==> config.mk <==
export PLATFORM = sky130hd
export DESIGN_NAME = sdram_port_fsm
export DESIGN_NICKNAME = d
export VERILOG_FILES = /design/src/ram_ctrl_pkg.sv /design/src/sdram_port_fsm.sv
export VERILOG_INCLUDE_DIRS = /design/src /design/src/src
export SDC_FILE = /design/constraint.sdc
export NUM_CORES = 1
export LEC_CHECK = 0
export BUFFER_PORTS_ARGS = -buffer_cell sky130_fd_sc_hd__buf_2
export CELL_PAD_IN_SITES_DETAIL_PLACEMENT = 2
export CELL_PAD_IN_SITES_GLOBAL_PLACEMENT = 2
export CORE_MARGIN = 4
export CORE_UTILIZATION = 17
export DETAILED_ROUTE_END_ITERATION = 6
export GPL_ROUTABILITY_DRIVEN = 1
export PLACE_DENSITY = 0.87
export SETUP_SLACK_MARGIN = 0.05
export SKIP_LAST_GASP = 1
export SLEW_MARGIN = 20
export SYNTH_ARGS = -nofsm -noshare
export SYNTH_HDL_FRONTEND = slang
export SYNTH_SLANG_ARGS = --single-unit
==> constraint.sdc <==
create_clock -name clk -period 1.8 [get_ports clk]
set_input_delay 0.09 -clock clk [delete_from_list [all_inputs] [get_ports clk]]
set_output_delay 0.09 -clock clk [all_outputs]
set_load 0.01 [all_outputs]
==> src/ram_ctrl_consts.svh <==
// Word addressed throughout; store depth is 2**MAIN_ADDR_BITS and VRAM above VRAM_WORDS is absent
`ifndef RAM_CTRL_CONSTS_SVH
`define RAM_CTRL_CONSTS_SVH

// Data path
`define WORD_BITS 32

// Processor main-memory port and backing store
`define SDRAM_ADDR_BITS 22
`define MAIN_ADDR_BITS 17
`define MAIN_READ_LATENCY 3
`define MAIN_CMD_DEPTH 2

// Video memory
`define VRAM_ADDR_BITS 15
`define VRAM_WORDS 21504
`define VRAM_CPU_DELAY 4

`endif

==> src/ram_ctrl_pkg.sv <==
// Shared bus and store types; field widths follow ram_ctrl_consts.svh
`include "ram_ctrl_consts.svh"

package ram_ctrl_pkg;

   // Processor main-memory request, held steady until ready or done
   typedef struct packed {
      logic [`SDRAM_ADDR_BITS-1:0] addr;
      logic [`WORD_BITS-1:0] wdata;
      logic req;
      logic write;
   } sdram_bus_t;

   // Processor video request
   typedef struct packed {
      logic [`VRAM_ADDR_BITS-1:0] addr;
      logic [`WORD_BITS-1:0] wdata;
      logic req;
      logic write;
   } vram_cpu_bus_t;

   // Store command, full address kept for range decode
   typedef struct packed {
      logic write;
      logic [`SDRAM_ADDR_BITS-1:0] addr;
      logic [`WORD_BITS-1:0] wdata;
   } mem_cmd_t;

   typedef struct packed {
      logic valid;
      logic [`WORD_BITS-1:0] rdata;
   } mem_rsp_t;

   typedef enum logic [3:0] {
      st_idle = 4'd0,
      st_read = 4'd1,
      st_read_busy = 4'd2,
      st_read_wait = 4'd3,
      st_write = 4'd4,
      st_write_busy = 4'd5,
      st_write_wait = 4'd6
   } port_state_e;

endpackage

==> src/sdram_port_fsm.sv <==
// Client must never raise req and write together and must hold its inputs until ready or done
`timescale 1ns/10ps
`include "ram_ctrl_consts.svh"

module sdram_port_fsm
   import ram_ctrl_pkg::*;
(
   input logic clk,
   input logic reset,
   input sdram_bus_t bus,
   output mem_cmd_t cmd,
   output logic cmd_valid,
   input logic cmd_full,
   input mem_rsp_t rsp,
   output logic [`WORD_BITS-1:0] rdata,
   output logic ready,
   output logic done,
   output port_state_e state
);

   port_state_e state_next;
   logic cmd_take;
   logic rd_wait;
   logic wr_wait;

   ////////////////////////////////////////
   // Command side

   assign cmd_valid = (state == st_read) || (state == st_write);
   assign cmd_take = cmd_valid && !cmd_full;

   assign cmd = '{write: (state == st_write), addr: bus.addr, wdata: bus.wdata};

   ////////////////////////////////////////
   // State machine

   always_comb
   begin
      state_next = state;
      case (state)
         st_idle:
         begin
            if (bus.req)
               state_next = st_read;
            else if (bus.write)
               state_next = st_write;
         end
         st_read:
            if (cmd_take)
               state_next = st_read_busy;
         st_read_busy:
            if (rsp.valid)
               state_next = st_read_wait;
         st_read_wait:
            if (!bus.req)
               state_next = st_idle;
         // Write data travels with the command
         st_write:
            if (cmd_take)
               state_next = st_write_busy;
         st_write_busy:
            state_next = st_write_wait;
         st_write_wait:
            if (!bus.write)
               state_next = st_idle;
         default:
            state_next = st_idle;
      endcase
   end

   always_ff @(posedge clk)
   begin
      if (reset)
         state <= st_idle;
      else
         state <= state_next;
   end

   ////////////////////////////////////////
   // Client answers

   assign rd_wait = (state == st_read_wait);
   assign wr_wait = (state == st_write_wait);

   // Last read word stays until the next response
   always_ff @(posedge clk)
   begin
      if (reset)
         rdata <= '0;
      else if ((state == st_read_busy) && rsp.valid)
         rdata <= rsp.rdata;
   end

   // Dropped request clears the answer on the next edge
   always_ff @(posedge clk)
   begin
      if (reset)
      begin
         ready <= 1'b0;
         done <= 1'b0;
      end
      else
      begin
         ready <= rd_wait && bus.req;
         done <= wr_wait && bus.write;
      end
   end

   assert property (@(posedge clk) disable iff (reset) !(bus.req && bus.write));

   // Store answers only the one read in flight
   assert property (@(posedge clk) disable iff (reset) rsp.valid |-> (state == st_read_busy));

endmodule

==> results.json, run 1 <==
{
  "max_slew.worst_pin.slew_ns": 0.7394,
  "dr.max_layer_used": "met4",
  "h-tree-depth": 2,
  "switching_share_pct": 30.00,
  "vdd_ir_drop_max_uv": 245.2,
  "ant_nets": 0,
  "required_ns": 2.02,
  "hold_class": "input port to flip-flop",
  "finalMaxSlewViolations": 0,
  "leakage_nw": 0.8769,
  "dp_slack_ns": 0.1747,
  "via_count": 1585,
  "wl_met2_um": 3006,
  "ioPinCount": 186,
  "fin_ws_ns": 0.1606,
  "clk_latency_ns": 0.29,
  "layout-drive-gt1-share_pct": 36.29,
  "total_power_mw": 1.853,
  "path_max_fanout": 10,
  "grt_pass1_vias": 1739,
  "dr.pass1.iters": 4,
  "netlist_area_um2": 1867,
  "wl_um": 5499,
  "worst_slew_margin_rel_pct": 50.71,
  "critPathLaunchType": "flip-flop",
  "wl_met3_um": 371,
  "clkPwrFrac_pct": 31.3,
  "grt_pass1_wl_um": 8611,
  "antenna_found_initial": 0,
  "ys_ff_latch": 37,
  "fmax_mhz": 610.0,
  "synth-main-ff-cell": "dfxtp_1",
  "setup_viol": 0,
  "yosysWarningCount": 0,
  "comb_power_share_pct": 19.9,
  "critical_path_class": "flip-flop to flip-flop",
  "syn_area_per_cell_um2": 7.877,
  "async_flop_share_pct": 0,
  "finalCritPeriodShare_pct": 91.08,
  "clock_skew_ns": 0.005007,
  "outcome": "finished clean",
  "synth_edf_count": 0,
  "num_rows": 37,
  "clock_path_buffers": 2,
  "final_nets": 350,
  "wire_per_inst_um": 13.92,
  "intPower_mw": 1.297,
  "cts_tree": "done",
  "n_antenna_cell": 0,
  "drc_errors": 0,
  "setup_tns_ns": 0,
  "synthDistinctLibCells": 30,
  "p_sw_mw": 0.5559,
  "area_delta_synth_final_pct": 10.39,
  "design.die.area_um2": 12720,
  "place.port_buffers": 76,
  "syn_nets": 329,
  "wl_met1_um": 2015,
  "syn_inst": 237,
  "hold_violations": 0,
  "dieHeight_um": 112.8,
  "drv_cap": 0,
  "die_w_um": 112.8,
  "rsz0062_at_grt": "false",
  "hpwlAfterDp_um": 4102,
  "crit_path_end_kind": "flip-flop",
  "grt_max_degree": 38,
  "floorplan.initialDensity_pct": 17.76,
  "cts_buffers": 5,
  "seqPwrFrac_pct": 48.8,
  "via_per_inst": 4.013,
  "layout_commonest_cell": "buf_2",
  "core_um2": 10510,
  "drtIter0Drc": 57,
  "cts.sinks": 37,
  "crit_arrival_ns": 1.86,
  "final_cell_mix": "buf_2 (76), nand2_1 (68), dfxtp_1 (37)",
  "place.gp.congestion": 0.6668,
  "fin_crit_ns": 1.639,
  "track_usage_pct": 8.498,
  "clk_pin_slew_ns": 0.08,
  "root_buffer": "clkbuf_8",
  "cts_hold_buf": 0,
  "pwr_density_cell_nw_per_um2": 899.1,
  "grt.overflow.total": 0,
  "yosysSeqAreaShare_pct": 39.68
}
[registers in the layout, indices dropped and copies added (netlist names)]
register  count
done          1
state         3
rdata        32
ready         1
[final cells by class]
| type | instances | area, µm² |
|---|---|---|
| clock buffers | 8 | 80.08 |
| repair buffers | 83 | 432.9 |
| well taps | 136 | 170.2 |
| multi-input cells | 130 | 633.1 |
| fillers | 1236 | 8448 |
| inverters | 1 | 3.754 |
| flip-flops and latches | 37 | 740.7 |
[power groups by stage]
stage / Clock (mW) / Sequential, mW / Combinational, mW
5_1_grt: 0.663 / 0.916 / 0.411
4_1_cts: 0.622 / 0.906 / 0.372
3_5_place_dp: 0 / 0.925 / 0.370
2_1_floorplan: 0 / 0.931 / 0.331
3_3_place_gp: 0 / 0.918 / 0.354
6_report: 0.580 / 0.905 / 0.368
[cells by family (layout without fill, tap and decap cells)]
logic type	Yosys count	after routing	share of synthesized area, %
AND/OR/NAND/NOR	86	86	20.38
other	1	1	0.2009
flip-flops	37	37	39.68
multiplexers	1	1	0.5362
AO/OA/AOI/OAI	42	42	12.20
buffers and inverters	70	92	27.01
[stage by stage]
stage / instance area, µm² / hold WS [ns] / std cells / util (%)
after global placement: 1974 / 0.1801 / 387 / 18.79
after detailed placement: 1974 / 0.1801 / 387 / 18.79
after floorplan: 1867 / 0.2152 / 237 / -
after CTS: 2054 / 0.01704 / 395 / 19.55
final: 2061 / 0.02748 / 395 / 19.61
after global routing: 2061 / 0.02224 / 395 / 19.61
[critical path: stages, from the launching register on]
cell and delay (ns):
dfxtp_1 0.39, or4_1 0.56, a31oi_2 0.25, and3b_1 0.22
nor3_2 0.14
[what timing repair did]
action / 4_1_cts / 5_1_grt
resized for setup: 0 / 1
setup endpoints to repair: 0 / 1
setup buffers: 0 / 0
[Yosys cell counts, types with 2 or more instances]
cell type / count / area share [%]
dfxtp_1: 37 / 40
buf_2: 3 / 0.80
nor2_1: 2 / 0.40
nand2b_1: 3 / 1.0
clkbuf_8: 2 / 1.5
buf_4: 56 / 23
o21ai_0: 2 / 0.54
a21oi_1: 34 / 9.1
nand2_1: 68 / 14
nor3_1: 3 / 0.80
a211oi_1: 2 / 0.80
clkbuf_1: 7 / 1.4
[metal layers]
metal / vias up / GRT usage (%)
li1: 749 / -
met1: 759 / 8.395
met2: 68 / 16.15
met3: 9 / 2.406
met4: 0 / 4.087
met5: - / 0
[worst paths after layout]
path / startpoint / to / slack (ns) / cells after the start
setup / recovery: state[0] / state[2] / 0.16 / 4
hold / removal: rsp[16] / rdata[16] / 0.03 / 3
setup reg to reg: state[0] / state[2] / 0.16 / 4
hold reg to reg: rdata[18] / rdata[18] / 0.46 / 2
Power figures use the tool's default switching activity.
==> run 2: changes to the inputs <==
--- a/config.mk
+++ b/config.mk
@@ -17,5 +17,5 @@
 export SETUP_SLACK_MARGIN = 0.05
 export SKIP_LAST_GASP = 1
-export SLEW_MARGIN = 20
+export SLEW_MARGIN = 40
 export SYNTH_ARGS = -nofsm -noshare
 export SYNTH_HDL_FRONTEND = slang
==> constraint.sdc (replaced) <==
create_clock -name clk -period 1.8 [get_ports clk]
set_input_delay 0.09 -clock clk [delete_from_list [all_inputs] [get_ports clk]]
set_output_delay 0.09 -clock clk [all_outputs]
set_load 0.1 [all_outputs]
==> results.json, run 2 (synthesized netlist as in run 1, its figures left out) <==
{
  "ioPinCount": 186,
  "grt_max_degree": 24,
  "cts_buffers": 5,
  "hold_slack_ns": 0.03398,
  "setup_viol": 0,
  "grt.overflow.total": 0,
  "clock_skew_ns": 0.007970,
  "n_antenna_cell": 0,
  "required_ns": 2.02,
  "intPower_mw": 1.328,
  "place.gp.congestion": 0.6996,
  "top_register": "rdata",
  "clk_latency_ns": 0.29,
  "regToRegSetupSlack_ns": 0.16,
  "outcome": "finished clean",
  "num_rows": 37,
  "die_w_um": 112.8,
  "top_regs": "rdata x32, state x3",
  "switching_share_pct": 41.22,
  "wire_per_inst_um": 13.83,
  "leakage_nw": 0.8756,
  "track_usage_pct": 8.274,
  "dieHeight_um": 112.8,
  "wl_um": 5422,
  "total_power_mw": 2.260,
  "grt_pass1_wl_um": 8514,
  "grt_pass1_vias": 1728,
  "dp_slack_ns": 0.1563,
  "pwr_density_cell_nw_per_um2": 1088,
  "top_usage_layer": "met2",
  "drc_errors": 0,
  "ant_nets": 0,
  "p_sw_mw": 0.9316,
  "seqPwrFrac_pct": 41.3,
  "floorplan.initialDensity_pct": 17.76,
  "path_max_fanout": 15,
  "antenna_found_initial": 0,
  "fin_ws_ns": 0.1615,
  "via_count": 1592,
  "rsz0062_at_grt": "false",
  "finalNonFillerCells": 392,
  "cts.sinks": 37,
  "fmax_mhz": 610.3,
  "place.port_buffers": 76,
  "dp.cells": 385,
  "via_per_inst": 4.061,
  "drv_cap": 0,
  "crit_arrival_ns": 1.86,
  "finalCritPeriodShare_pct": 91.03,
  "root_buffer": "clkbuf_8",
  "final_cell_area_um2": 2078,
  "largest_reg_flops": 32,
  "post-route-util_pct": 19.78,
  "area_delta_synth_final_pct": 11.33,
  "cts_tree": "done",
  "comb_power_share_pct": 32.2,
  "clock_path_buffers": 2,
  "clkPwrFrac_pct": 26.6,
  "finalMaxSlewViolations": 0,
  "crit_path_end_kind": "flip-flop",
  "final_nets": 348,
  "postPlaceCellArea_um2": 1989,
  "hold_class": "input port to flip-flop",
  "h-tree-depth": 2,
  "hpwlAfterDp_um": 4172,
  "clk_pin_slew_ns": 0.08,
  "critPathLaunchType": "flip-flop",
  "hold_violations": 0,
  "layout-drive-gt1-share_pct": 37.89,
  "met3_usage_pct": 3.316,
  "met1_usage_pct": 8.422,
  "dr.pass1.iters": 4,
  "cts_hold_buf": 0,
  "layout_commonest_cell": "buf_2",
  "critical_path_class": "flip-flop to flip-flop",
  "use_met2_pct": 14.69,
  "design.die.area_um2": 12720,
  "core_um2": 10510,
  "setup_tns_ns": 0,
  "vdd_ir_drop_max_uv": 237.5,
  "drtIter0Drc": 93,
  "final_cell_mix": "buf_2 (75), nand2_1 (68), dfxtp_1 (34)",
  "fin_crit_ns": 1.639
}
==> run 2: cell count changes in the layout (fill, tap and decap cells not counted), moves of 2 or more <==
cell      delta
clkbuf_1     -2
buf_4        -2
dfxtp_1      -3
dfxtp_4      +2
==> run 2: critical path: stages, from the launching register on <==
cell	delay (ns)
dfxtp_2	0.40
or4_1	0.54
a31oi_1	0.28
and3b_1	0.23
nor3_2	0.13
==> run 2: metal layers <==
| metal | vias up | share of wire [%] |
|---|---|---|
| met5 | - | 0 |
| met4 | 0 | 2.3 |
| met3 | 24 | 9.8 |
| met2 | 72 | 50 |
| met1 | 754 | 38 |
| li1 | 742 | - |
==> run 2: power groups by stage <==
stage | Clock [mW] | Combinational [mW] | Sequential (mW)
floorplan | 0 | 0.891 | 1.23
global placement | 0 | 0.719 | 0.945
detailed placement | 0 | 0.733 | 0.953
CTS | 0.648 | 0.734 | 0.933
global route | 0.677 | 0.766 | 0.944
finish | 0.601 | 0.727 | 0.933
==> run 2: final timing paths <==
check / startpoint / to / depth (start not counted)
min reg2reg: rdata[30] / rdata[30] / 2
min: rsp[27] / rdata[27] / 3
max: state[0] / state[2] / 4
max reg2reg: state[0] / state[2] / 4
==> run 2: timing repair <==
| item | 4_1_cts | 5_1_grt |
|---|---|---|
| setup endpoints to repair | 0 | 1 |
| resized for setup | 0 | 1 |
| buffers inserted | 0 | 0 |
==> run 2: layout make-up <==
class / count / area (µm²)
inverter: 1 / 3.754
sequential: 37 / 749.5
multi-input combinational: 130 / 648.1
clock buffer: 7 / 86.33
timing repair buffer: 81 / 420.4
tap: 136 / 170.2
fill: 1241 / 8431
